<file path="config.mk">
export PLATFORM = sky130hd
export DESIGN_NAME = udp_stack
export DESIGN_NICKNAME = d
export VERILOG_FILES = /design/src/udp_pkg.sv /design/src/udp_rx_parser.sv /design/src/udp_port_sink.sv /design/src/udp_report_merge.sv /design/src/udp_stack.sv
export SDC_FILE = /design/constraint.sdc
export NUM_CORES = 1
export LEC_CHECK = 0
export ABC_AREA = 1
export BUFFER_PORTS_ARGS = -buffer_cell sky130_fd_sc_hd__buf_4
export CORE_UTILIZATION = 63
export CTS_BUF_LIST = sky130_fd_sc_hd__clkbuf_8 sky130_fd_sc_hd__clkbuf_16
export DETAILED_ROUTE_END_ITERATION = 16
export HOLD_SLACK_MARGIN = 0.06
export PLACE_DENSITY = 0.81
export SETUP_SLACK_MARGIN = 0.1
export SYNTH_ARGS = -nofsm -noshare
export SYNTH_HDL_FRONTEND = slang
export SYNTH_SLANG_ARGS = --single-unit
</file>
<file path="constraint.sdc">
create_clock -name clk -period 5.01 [get_ports clk]
set_input_delay 0.2505 -clock clk [delete_from_list [all_inputs] [get_ports clk]]
set_output_delay 0.2505 -clock clk [all_outputs]
set_load 0.01 [all_outputs]
</file>
<file path="src/udp_pkg.sv">
`default_nettype none

package udp_pkg;

  // UDP header is always 8 bytes
  localparam int UDP_HDR_LEN = 8;

  // IPv4 protocol number for UDP
  localparam logic [7:0] PROTO_UDP = 8'd17;

  // Width of a port number
  localparam int PORT_W = 16;

  // Header fields in wire order, src_port is the first word on the line
  typedef struct packed {
    logic [PORT_W-1:0] src_port;
    logic [PORT_W-1:0] dst_port;
    logic [15:0]       length;   // Header plus payload, in bytes
    logic [15:0]       chsum;
  } udp_hdr_t;

  // Same 64 bits seen as bytes or as fields
  // Byte 7 holds the first byte received, byte 0 the last
  typedef union packed {
    udp_hdr_t                    hdr;
    logic [UDP_HDR_LEN-1:0][7:0] raw;
  } udp_hdr_u;

  // 16-bit one's-complement add with end-around carry
  function automatic logic [15:0] oc_add16(
    input logic [15:0] a,
    input logic [15:0] b
  );
    logic [16:0] s;
    s = {1'b0, a} + {1'b0, b};
    return s[15:0] + {15'd0, s[16]}; // Cannot carry out a second time
  endfunction

endpackage : udp_pkg

`default_nettype wire

</file>
<file path="src/udp_rx_parser.sv">
`timescale 1ns/1ps
`default_nettype none

module udp_rx_parser (
  input  logic                       clk,
  input  logic                       fsm_rst,
  input  logic [7:0]                 in_dat,
  input  logic                       in_val,
  input  logic                       in_sof,
  input  logic                       in_eof,
  input  logic                       in_err,
  input  logic [7:0]                 in_proto,
  input  logic [15:0]                in_len,   // IP payload length
  output logic [7:0]                 pl_dat,
  output logic                       pl_val,
  output logic                       pl_sof,
  output logic                       pl_eof,
  output logic                       pl_err,
  output logic [udp_pkg::PORT_W-1:0] dst_port
);
  import udp_pkg::*;

  logic        frm_rst;   // Per-frame clear, high in the pl_eof cycle
  logic        receiving;
  logic        err_seen;
  logic [15:0] byte_cnt;  // Bytes taken so far in this datagram
  logic [15:0] udp_len;   // Length field from the header

  udp_hdr_u    hdr_q;
  udp_hdr_u    hdr_nxt;

  logic        sof_udp;
  logic        active;
  logic [15:0] idx;
  logic [15:0] cnt;
  logic [15:0] len_field;
  logic        bad;

  // A new datagram only starts on a UDP frame
  assign sof_udp = in_val && in_sof && (in_proto == PROTO_UDP);
  assign active  = (receiving && in_val) || sof_udp;

  assign idx = in_sof ? 16'd0 : byte_cnt; // Index of the byte on the bus
  assign cnt = idx + 16'd1;

  always_comb begin
    hdr_nxt.raw = {hdr_q.raw[UDP_HDR_LEN-2:0], in_dat};
  end

  // Length field is not latched yet when eof lands on the last header byte
  assign len_field = (idx == 16'(UDP_HDR_LEN - 1)) ? hdr_nxt.hdr.length : udp_len;

  assign bad = err_seen || in_err
            || (idx < 16'(UDP_HDR_LEN - 1))  // Shorter than a header
            || (cnt != len_field)
            || (cnt != in_len);

  always_ff @(posedge clk) begin
    if (fsm_rst) begin
      frm_rst <= 1'b1;
    end else begin
      frm_rst <= active && in_eof;
    end
  end

  // Frame control
  always_ff @(posedge clk) begin
    if (fsm_rst || frm_rst) begin
      receiving <= 1'b0;
      err_seen  <= 1'b0;
      byte_cnt  <= 16'd0;
    end else begin
      if (active) begin
        byte_cnt <= cnt;
        if (in_eof) begin
          receiving <= 1'b0;
        end else if (in_sof) begin
          receiving <= 1'b1;
        end
      end
      if (sof_udp) begin
        err_seen <= in_err;
      end else if (receiving && in_err) begin
        err_seen <= 1'b1;
      end
    end
  end

  // Header shift register and field latch
  always_ff @(posedge clk) begin
    if (active && (idx < 16'(UDP_HDR_LEN))) begin
      hdr_q <= hdr_nxt;
    end
    if (active && (idx == 16'(UDP_HDR_LEN - 1))) begin
      dst_port <= hdr_nxt.hdr.dst_port;
      udp_len  <= hdr_nxt.hdr.length;
    end
    pl_dat <= in_dat;
  end

  // Payload strobes, one cycle behind the input
  always_ff @(posedge clk) begin
    if (fsm_rst || frm_rst) begin
      pl_val <= 1'b0;
      pl_sof <= 1'b0;
      pl_eof <= 1'b0;
      pl_err <= 1'b0;
    end else begin
      pl_val <= active && (idx >= 16'(UDP_HDR_LEN));
      pl_sof <= active && (idx == 16'(UDP_HDR_LEN));
      pl_eof <= active && in_eof;
      pl_err <= active && in_eof && bad;
    end
  end

  // Frame markers always ride on a valid byte
  a_mark_val: assert property (@(posedge clk) disable iff (fsm_rst)
    (in_sof || in_eof) |-> in_val);

  // Payload opens with pl_sof
  a_val_after_sof: assert property (@(posedge clk) disable iff (fsm_rst)
    $rose(pl_val) |-> pl_sof);

endmodule : udp_rx_parser

`default_nettype wire

</file>
<file path="src/udp_port_sink.sv">
`timescale 1ns/1ps
`default_nettype none

module udp_port_sink #(
  parameter logic [udp_pkg::PORT_W-1:0] PORT = '0
) (
  input  logic                       clk,
  input  logic                       fsm_rst,
  input  logic [7:0]                 pl_dat,
  input  logic                       pl_val,
  input  logic                       pl_sof,
  input  logic                       pl_eof,
  input  logic                       pl_err,
  input  logic [udp_pkg::PORT_W-1:0] dst_port,
  output logic                       hit_done,
  output logic [15:0]                hit_bytes,
  output logic [15:0]                hit_sum
);
  import udp_pkg::*;

  logic        armed;
  logic        start;
  logic        in_frame;
  logic [15:0] bytes_q;
  logic [15:0] sum_q;
  logic [15:0] bytes_n;
  logic [15:0] sum_n;
  logic [15:0] word;

  // Lone pl_eof is a datagram without payload
  assign start = (pl_sof || (pl_eof && !pl_val && !armed)) && (dst_port == PORT);

  assign in_frame = start || armed;

  // Fresh totals on the first cycle of a datagram
  assign bytes_n = start ? 16'd0 : bytes_q;
  assign sum_n   = start ? 16'd0 : sum_q;

  // Even bytes go high, odd bytes low, so an odd tail is zero padded
  assign word = bytes_n[0] ? {8'h00, pl_dat} : {pl_dat, 8'h00};

  always_ff @(posedge clk) begin
    if (fsm_rst) begin
      armed    <= 1'b0;
      hit_done <= 1'b0;
    end else begin
      hit_done <= in_frame && pl_eof && !pl_err;
      if (in_frame && pl_eof) begin
        armed <= 1'b0;
      end else if (start) begin
        armed <= 1'b1;
      end
    end
  end

  // Byte count and running sum
  always_ff @(posedge clk) begin
    if (in_frame) begin
      if (pl_val) begin
        bytes_q <= bytes_n + 16'd1;
        sum_q   <= oc_add16(sum_n, word);
      end else begin
        bytes_q <= bytes_n;
        sum_q   <= sum_n;
      end
    end
  end

  assign hit_bytes = bytes_q; // Final totals during hit_done
  assign hit_sum   = sum_q;

  // Parser keeps an idle gap between datagrams
  a_done_pulse: assert property (@(posedge clk) disable iff (fsm_rst)
    hit_done |=> !hit_done);

endmodule : udp_port_sink

`default_nettype wire

</file>
<file path="src/udp_report_merge.sv">
`timescale 1ns/1ps
`default_nettype none

module udp_report_merge #(
  parameter int N_PORTS = 4
) (
  input  logic                                         clk,
  input  logic                                         fsm_rst,
  input  logic [N_PORTS-1:0]                           hit_done,
  input  logic [N_PORTS-1:0][15:0]                     hit_bytes,
  input  logic [N_PORTS-1:0][15:0]                     hit_sum,
  output logic                                         rpt_val,
  output logic [$clog2(N_PORTS > 1 ? N_PORTS : 2)-1:0] rpt_port_idx,
  output logic [15:0]                                  rpt_bytes,
  output logic [15:0]                                  rpt_sum
);

  localparam int IDX_W = $clog2(N_PORTS > 1 ? N_PORTS : 2);

  logic [IDX_W-1:0] idx_c;
  logic [15:0]      bytes_c;
  logic [15:0]      sum_c;

  // At most one sink finishes per cycle
  always_comb begin
    idx_c   = '0;
    bytes_c = '0;
    sum_c   = '0;
    for (int i = 0; i < N_PORTS; i++) begin
      if (hit_done[i]) begin
        idx_c   = IDX_W'(i);
        bytes_c = hit_bytes[i];
        sum_c   = hit_sum[i];
      end
    end
  end

  always_ff @(posedge clk) begin
    if (fsm_rst) begin
      rpt_val <= 1'b0;
    end else begin
      rpt_val <= |hit_done;
    end
  end

  always_ff @(posedge clk) begin
    if (|hit_done) begin
      rpt_port_idx <= idx_c;
      rpt_bytes    <= bytes_c;
      rpt_sum      <= sum_c;
    end
  end

  // Two sinks on the same port would both fire here
  a_done_onehot: assert property (@(posedge clk) disable iff (fsm_rst)
    $onehot0(hit_done));

endmodule : udp_report_merge

`default_nettype wire

</file>
<file path="src/udp_stack.sv">
`timescale 1ns/1ps
`default_nettype none

module udp_stack #(
  parameter int                                       N_PORTS = 4,
  parameter logic [N_PORTS-1:0][udp_pkg::PORT_W-1:0] PORTS   =
    {16'd8080, 16'd5000, 16'd123, 16'd53}
) (
  input  logic                                         clk,
  input  logic                                         fsm_rst,
  input  logic [7:0]                                   in_dat,
  input  logic                                         in_val,
  input  logic                                         in_sof,
  input  logic                                         in_eof,
  input  logic                                         in_err,
  input  logic [7:0]                                   in_proto,
  input  logic [15:0]                                  in_len,
  output logic                                         rpt_val,
  output logic [$clog2(N_PORTS > 1 ? N_PORTS : 2)-1:0] rpt_port_idx,
  output logic [15:0]                                  rpt_bytes,
  output logic [15:0]                                  rpt_sum
);
  import udp_pkg::*;

  logic [7:0]              pl_dat;
  logic                    pl_val;
  logic                    pl_sof;
  logic                    pl_eof;
  logic                    pl_err;
  logic [PORT_W-1:0]       dst_port;

  logic [N_PORTS-1:0]      hit_done;
  logic [N_PORTS-1:0][15:0] hit_bytes;
  logic [N_PORTS-1:0][15:0] hit_sum;

  udp_rx_parser u_parser (
    .clk      (clk),
    .fsm_rst  (fsm_rst),
    .in_dat   (in_dat),
    .in_val   (in_val),
    .in_sof   (in_sof),
    .in_eof   (in_eof),
    .in_err   (in_err),
    .in_proto (in_proto),
    .in_len   (in_len),
    .pl_dat   (pl_dat),
    .pl_val   (pl_val),
    .pl_sof   (pl_sof),
    .pl_eof   (pl_eof),
    .pl_err   (pl_err),
    .dst_port (dst_port)
  );

  // One sink per listening port
  for (genvar i = 0; i < N_PORTS; i++) begin : g_sink
    udp_port_sink #(
      .PORT (PORTS[i])
    ) u_sink (
      .clk       (clk),
      .fsm_rst   (fsm_rst),
      .pl_dat    (pl_dat),
      .pl_val    (pl_val),
      .pl_sof    (pl_sof),
      .pl_eof    (pl_eof),
      .pl_err    (pl_err),
      .dst_port  (dst_port),
      .hit_done  (hit_done[i]),
      .hit_bytes (hit_bytes[i]),
      .hit_sum   (hit_sum[i])
    );
  end

  udp_report_merge #(
    .N_PORTS (N_PORTS)
  ) u_merge (
    .clk          (clk),
    .fsm_rst      (fsm_rst),
    .hit_done     (hit_done),
    .hit_bytes    (hit_bytes),
    .hit_sum      (hit_sum),
    .rpt_val      (rpt_val),
    .rpt_port_idx (rpt_port_idx),
    .rpt_bytes    (rpt_bytes),
    .rpt_sum      (rpt_sum)
  );

endmodule : udp_stack

`default_nettype wire

</file>
# [After elaboration in Yosys (flattened, before gate mapping)]
# Index checks and enable logic that the tools add are counted.
# Widths: inputs -> output; s select.
[op_classes] addsub=13 n_lt_le_gt_ge=3 eq_ne=9 muxes=36 n_reduce_logical=56
[op_table] op="$mux 16" count=30
[op_table] op="$add 16x1->16 const B" count=5
[op_table] op="$add 16x16->17" count=4
[op_table] op="$add 16x1->16" count=4
[op_table] op="$eq 16x13->1 const B" count=2
[op_table] op="$ne 16x16->1" count=2
[op_table] op="$logic_and 1x1->1" count=27
[op_table] op="$eq 16x3->1 const B" count=1
[op_table] op="$eq 16x4->1 const B" count=1
[op_table] op="$eq 16x6->1 const B" count=1
[op_table] op="$eq 16x7->1 const B" count=1
[op_table] op="$ge 16x4->1 const B" count=1
[op_table] op="$lt 16x3->1 const B" count=1
[op_table] op="$lt 16x4->1 const B" count=1
[op_table] op="$logic_or 1x1->1" count=14
[op_table] op="$reduce_or 2->1" count=5
[op_table] op="$eq 8x5->1 const B" count=1
[op_table] op="$logic_not 1->1" count=6
[op_table] op="$mux 1" count=6
[op_table] op="$reduce_bool 2->1" count=2
[op_table] op="$reduce_or 4->1" count=1
[op_table] op="$reduce_and 2->1" count=1
[word_totals] ff_bits=274 inputBits=38 out_inout_bits=35 word_cells=150

# [Depth between registers and ports, before layout]
[logic_depth] depth_word=10 mapped_depth=33 depth_no_buf=31

# [By module]
# From an unflattened synthesis, not the netlist that was laid out.
[unflattened] cells_unflattened=2854 area_unflattened_um2=20327.0
[modules_own_cells] mod="udp_rx_parser" n_inst=1 cells_each=581 area_each_um2=4884.7 seq_area_each_um2=2782.7
[modules_own_cells] mod="udp_port_sink (g_sink[0].u_sink)" n_inst=1 cells_each=490 area_each_um2=3309.4 seq_area_each_um2=1001.0
[modules_own_cells] mod="udp_port_sink (g_sink[3].u_sink)" n_inst=1 cells_each=493 area_each_um2=3280.6 seq_area_each_um2=1001.0
[modules_own_cells] mod="udp_port_sink (g_sink[1].u_sink)" n_inst=1 cells_each=484 area_each_um2=3204.3 seq_area_each_um2=1001.0
[modules_own_cells] mod="udp_port_sink (g_sink[2].u_sink)" n_inst=1 cells_each=482 area_each_um2=3194.3 seq_area_each_um2=1001.0
[modules_own_cells] mod="udp_report_merge" n_inst=1 cells_each=324 area_each_um2=2453.6 seq_area_each_um2=1041.0

# [Worst setup path before layout]
# Ideal clock, no wire load.
[synth_timing] kind="register -> register" start="register u_parser.dst_port[8] (netlist name)" end="register g_sink[0].u_sink.sum_q[10], data pin" setup_ns=0.266 arrival_ns=3.922 required_time_ns=4.744 path_slack_ns=0.822 stages_incl_launch_ff=29 path_buffers=2 synth_period_minus_slack_ns=4.188 path_cell_list="edfxtp_1 > or2_1 > nor3_4 > nand3_2 > buf_2 > buf_1 > nand2_1 > inv_1 > ha_1 > fa_1 > nand2_1 > nand2_1 > o21ai_1 > o21ai_1 > nand2_1 > nand2_1 > a21oi_1 > o21bai_1 > ha_1 > ha_1 > inv_1 > nor2_1 > nand2_1 > nor2_1 > nand2_1 > nor2_1 > nand2_1 > xor2_1 > o21ai_1"
[synth_via] elab_chain_len=7 elab_cells_between_ends=8 classes_between="2 x add/sub; 1 x eq/ne; 4 x mux; 1 x reduce/logical"
[synth_lines] element="start: declaration" line_no="udp_rx_parser.sv:19" text="output logic [udp_pkg::PORT_W-1:0] dst_port"
[synth_lines] element="start signal: assignment" line_no="udp_rx_parser.sv:95" text="dst_port <= hdr_nxt.hdr.dst_port;"
[synth_lines] element="$eq 16x6->1 (*)" line_no="udp_port_sink.sv:31" text="assign start = (pl_sof || (pl_eof && !pl_val && !armed)) && (dst_port == PORT);"
[synth_lines] element="$logic_and 1x1->1 (*)" line_no="udp_port_sink.sv:31"
[synth_lines] element="$mux 16" line_no="udp_port_sink.sv:36" text="assign bytes_n = start ? 16'd0 : bytes_q;"
[synth_lines] element="$mux 16" line_no="udp_port_sink.sv:40" text="assign word = bytes_n[0] ? {8'h00, pl_dat} : {pl_dat, 8'h00};"
[synth_lines] element="$add 16x16->17" line_no="udp_pkg.sv:35" text="s = {1'b0, a} + {1'b0, b};"
[synth_lines] element="$add 16x1->16" line_no="udp_pkg.sv:36" text="return s[15:0] + {15'd0, s[16]};"
[synth_lines] element="$mux 16 (*)" line_no="udp_port_sink.sv:59" text="if (pl_val) begin"
[synth_lines] element="end signal: assignment" line_no="udp_port_sink.sv:61" text="sum_q <= oc_add16(sum_n, word);"
[synth_lines] element="end signal: assignment" line_no="udp_port_sink.sv:64" text="sum_q <= sum_n;"
[synth_lines] element="end: declaration" line_no="udp_port_sink.sv:25" text="logic [15:0] sum_q;"
# Every way passes the cells marked *; elsewhere a longest branch is shown, timed or not.
# A chain may end at the register's enable or synchronous reset.

# [Worst setup path after layout]
[layout_timing] start="register u_parser.dst_port[15] (netlist name)" end="register g_sink[1].u_sink.sum_q[11], data pin"
[layout_via] elab_chain_len=7 elab_cells_between_ends=8 classes_between="2 x add/sub; 1 x eq/ne; 4 x mux; 1 x reduce/logical"
[layout_lines] element="$eq 16x7->1 (*)" line_no="udp_port_sink.sv:31"
[layout_lines] element="$logic_and 1x1->1 (*)" line_no="udp_port_sink.sv:31"
[layout_lines] element="$mux 16" line_no="udp_port_sink.sv:36"
[layout_lines] element="$mux 16" line_no="udp_port_sink.sv:40"
[layout_lines] element="$add 16x16->17" line_no="udp_pkg.sv:35"
[layout_lines] element="$add 16x1->16" line_no="udp_pkg.sv:36"
[layout_lines] element="$mux 16 (*)" line_no="udp_port_sink.sv:59"
[layout_lines] element="end signal: assignment" line_no="udp_port_sink.sv:61"
[layout_lines] element="end signal: assignment" line_no="udp_port_sink.sv:64"
[layout_lines] element="end: declaration" line_no="udp_port_sink.sv:25"
# Marked as above.

==> results.md <==
- Status: completed
- Share of layout cells above drive strength 1: 0.0881
- Fin cells: between 2k and 3k
- Cell Pwr Density: approximately 230 nW/um2
- Dominant synthesized flop cell: edfxtp_1
- WL/cell: ~17 um
- Post-layout instance area: a little over 20000 um2
- Final setup violation count: 0
- Gpl congestion: 0.984
- Hold Path Sink: u_parser.err_seen$_SDFFE_PP0P_
- Nets@finish: about 2.6k
- Final hold slack: 87.3 ps
- HP Class: input pin to flip-flop
- Antenna viol nets, final: 0
- Slowest cell on crit path: edfxtp_1
- Crit path time final: 4640 ps
- Largest net degree at the start of global routing: 94
- Yosys warns: 0
- Global-route wire length before repair: 81.2 mm
- Hold depth: 5
- Worst R2R Start: u_parser.dst_port[15]$_DFFE_PP_
- Worst VDD drop: roughly 0.24 mV
- Syn_nets: approximately 2.6k
- Clock Latency Late Sink: roughly 550 ps
- Arrival @ worst endpoint: 4910 ps
- Die height: 173 um
- Area growth, synth to finish: 12.6%
- Tcrit/Tclk final: 0.927
- Clock root cell: clkbuf_16
- Number of global-route vias before repair: around 16k
- Drt first pass iters: 6
- I/O pins: 73
- Actual slew at the worst max-slew pin: approximately 1100 ps
- Switching power: about 1100 uW
- Worst path max stage delay: roughly 370 ps
- Max Freq: about 220 MHz
- Drt via density: around 5.8
- #FFs+latches synth: about 270
- Htree depth: 1
- Ys async rst share: 0
- Worst Setup End Kind: flip-flop
- Total Wirelength: 50.7 mm
- Share of power burned in registers: 0.503
- Setup WS pre-CTS: -10.9 ps
- CTS tree: built
- Site Rows: between 60 and 70
- Cell mode on critical path: nand2_1
- GR Util All Layers: 0.338
- Post-Syn Area: between 15000 and 20000 um2
- Starting Density: 0.641
- Synth Instances: 2435
- Drt drc: 0
- First-iteration detailed-routing DRC count: 1756
- Commonest non-fill, non-tap cells in the layout: 697 x nand2_1, 331 x inv_1, 282 x nor2_1, 234 x edfxtp_1, 183 x nand3_1
- Setup ws final: between 300 and 400 ps
- Clk slew on worst S/H paths: approximately 70 ps
- Core Region: 28700 um2
- Fin. max-slew vios: 0
- Setup Skew: ~15 ps
- Port Buffers: just over 70
- Setup TNS: 0 ps
- Clock Path Buffers: 3
- Max FO, Critical Path: 5
- Combinational power share: 0.052
- FF-to-FF path depth: 27
- Post-synth EDFFs: 234
- Clock sink total: between 200 and 300
- Grt ovf: 0
- Placed cell count: ~2.9k
- Final HPWL DP: between 30 and 40 mm
- RSZ-0062 raised after global routing: true
- Clock share of power: 0.445
- Hold Path Origin: in_proto[6]
- Seq/Total Area, Yosys: 0.426
- Fin. Hold Viols: 0
- Die ar.: between 20000 and 30000 um2
- Required @ worst endpoint: roughly 5300 ps
- Int Power: approximately 3800 uW
- Netlist cell types: 52
- Max Cap Viol: 0
- DP Area: 19400 um2
- Leakage: ~0.0095 uW
- R2r setup slk: between 300 and 400 ps
- Startpoint Class: flip-flop
- Post-Syn Area per Cell: about 7.6 um2
- Worst reg2reg endpoint: g_sink[1].u_sink.hit_sum[11]$_DFFE_PN_
- Total number of vias: around 17k
- Net Sw Frac: 0.224
- WS Path Type: flip-flop to flip-flop
- ANT cells: 0
- CTS buffer count: 30
- Initial antenna violation count: 0
- Worst slew margin: 0.252
- Most common cell after layout, fill and taps aside: nand2_1
- Die boundary width: between 150 and 200 um
==> state kept, by name, indices dropped and copies added (netlist names), 8 cells and up <==
name / flops
u_merge.rpt_bytes: 16
u_parser.pl_dat: 8
u_parser.hdr_q: 40
u_merge.rpt_sum: 16
u_parser.byte_cnt: 16
g_sink.u_sink.hit_sum: 64
g_sink.u_sink.hit_bytes: 64
u_parser.dst_port: 16
u_parser.udp_len: 16
==> critical path, delay by kind of cell, from the launching register on <==
family          cells  cell delay (ps)
simple gates       19             2700
fa+ha+maj           2              560
compound gates      3              380
flops               1              370
buf+inv             3              340
==> layer usage <==
layer | vias to the layer above | GRT usage | routed length, um
li1 | 8237 | - | -
met1 | 7844 | 0.433 | 20600
met2 | 752 | 0.573 | 23800
met3 | 145 | 0.0328 | 3610
met4 | 0 | 0.173 | 2660
met5 | - | 0 | 0
==> synth_stat cells, types with 9 or more instances <==
library cell	number	area share
xnor2_1	32	0.015
buf_1	9	0.0018
o22ai_1	18	0.0061
nor2_1	292	0.060
inv_1	326	0.067
nand3b_1	18	0.0073
o21ai_1	14	0.0038
nor3_1	18	0.0049
ha_1	78	0.053
xor2_1	60	0.029
a21oi_1	60	0.016
edfxtp_1	234	0.38
o21ai_0	140	0.038
nand3_1	185	0.050
dfxtp_1	40	0.044
nor2_2	10	0.0034
nand2_1	702	0.14
o21bai_1	11	0.0045
clkbuf_1	40	0.0082
a221oi_1	31	0.015
nand4_1	36	0.012
==> per-stage QoR <==
stage,total power (uW),util
global placement,2730,0.676
CTS,4860,0.715
global route,4990,0.721
detailed placement,2730,0.676
finish,4860,0.721
floorplan,2640,-
==> cell type report <==
type / instances / area, um2
multi-input cells: 1767 / 9190
fillers: 2330 / 8000
flip-flops and latches: 274 / 7830
inverters: 331 / 1250
repair buffers: 125 / 986
clock buffers: 33 / 826
well taps: 384 / 480
clock inverters: 23 / 146
==> power by group through the flow <==
| stage | Sequential (uW) | Combinational, uW | Clock (uW) |
|---|---|---|---|
| 3_3_place_gp | 2490 | 232 | 0 |
| 5_1_grt | 2440 | 280 | 2270 |
| 3_5_place_dp | 2490 | 236 | 0 |
| 2_1_floorplan | 2490 | 151 | 0 |
| 6_report | 2440 | 254 | 2160 |
| 4_1_cts | 2440 | 245 | 2170 |
==> kinds of logic after synthesis <==
family                   synth area share
AO/OA/AOI/OAI                      0.0955
XOR/XNOR                           0.0447
adder cells (fa/ha/maj)            0.0574
buffers and inverters              0.0825
flip-flops                          0.426
AND/OR/NAND/NOR                     0.294
==> how the worst max path moves through the flow <==
stage,cells after the start,slack [ps],to,startpoint
6_report,27,370,g_sink[1].u_sink.hit_sum[11]$_DFFE_PN_,u_parser.dst_port[15]$_DFFE_PP_
3_5_place_dp,25,-10,g_sink[1].u_sink.hit_sum[10]$_DFFE_PN_,u_parser.dst_port[8]$_DFFE_PP_
5_1_grt,27,60,g_sink[1].u_sink.hit_sum[11]$_DFFE_PN_,u_parser.dst_port[15]$_DFFE_PP_
4_1_cts,27,100,g_sink[2].u_sink.hit_sum[12]$_DFFE_PN_,u_parser.dst_port[6]$_DFFE_PP_
3_3_place_gp,25,130,g_sink[1].u_sink.hit_sum[10]$_DFFE_PN_,u_parser.dst_port[8]$_DFFE_PP_
2_1_floorplan,28,820,g_sink[0].u_sink.hit_sum[10]$_DFFE_PN_,u_parser.dst_port[8]$_DFFE_PP_
==> timing repair <==
item                                   in CTS  in global routing
setup endpoints to repair                   4                 31
hold buffers                               11                  0
endpoints found under the hold margin      23                  0
buffers inserted                            2                  7
resized for setup                           2                 35
pin swaps                                   1                  6
(Power assumes the default switching activity.)
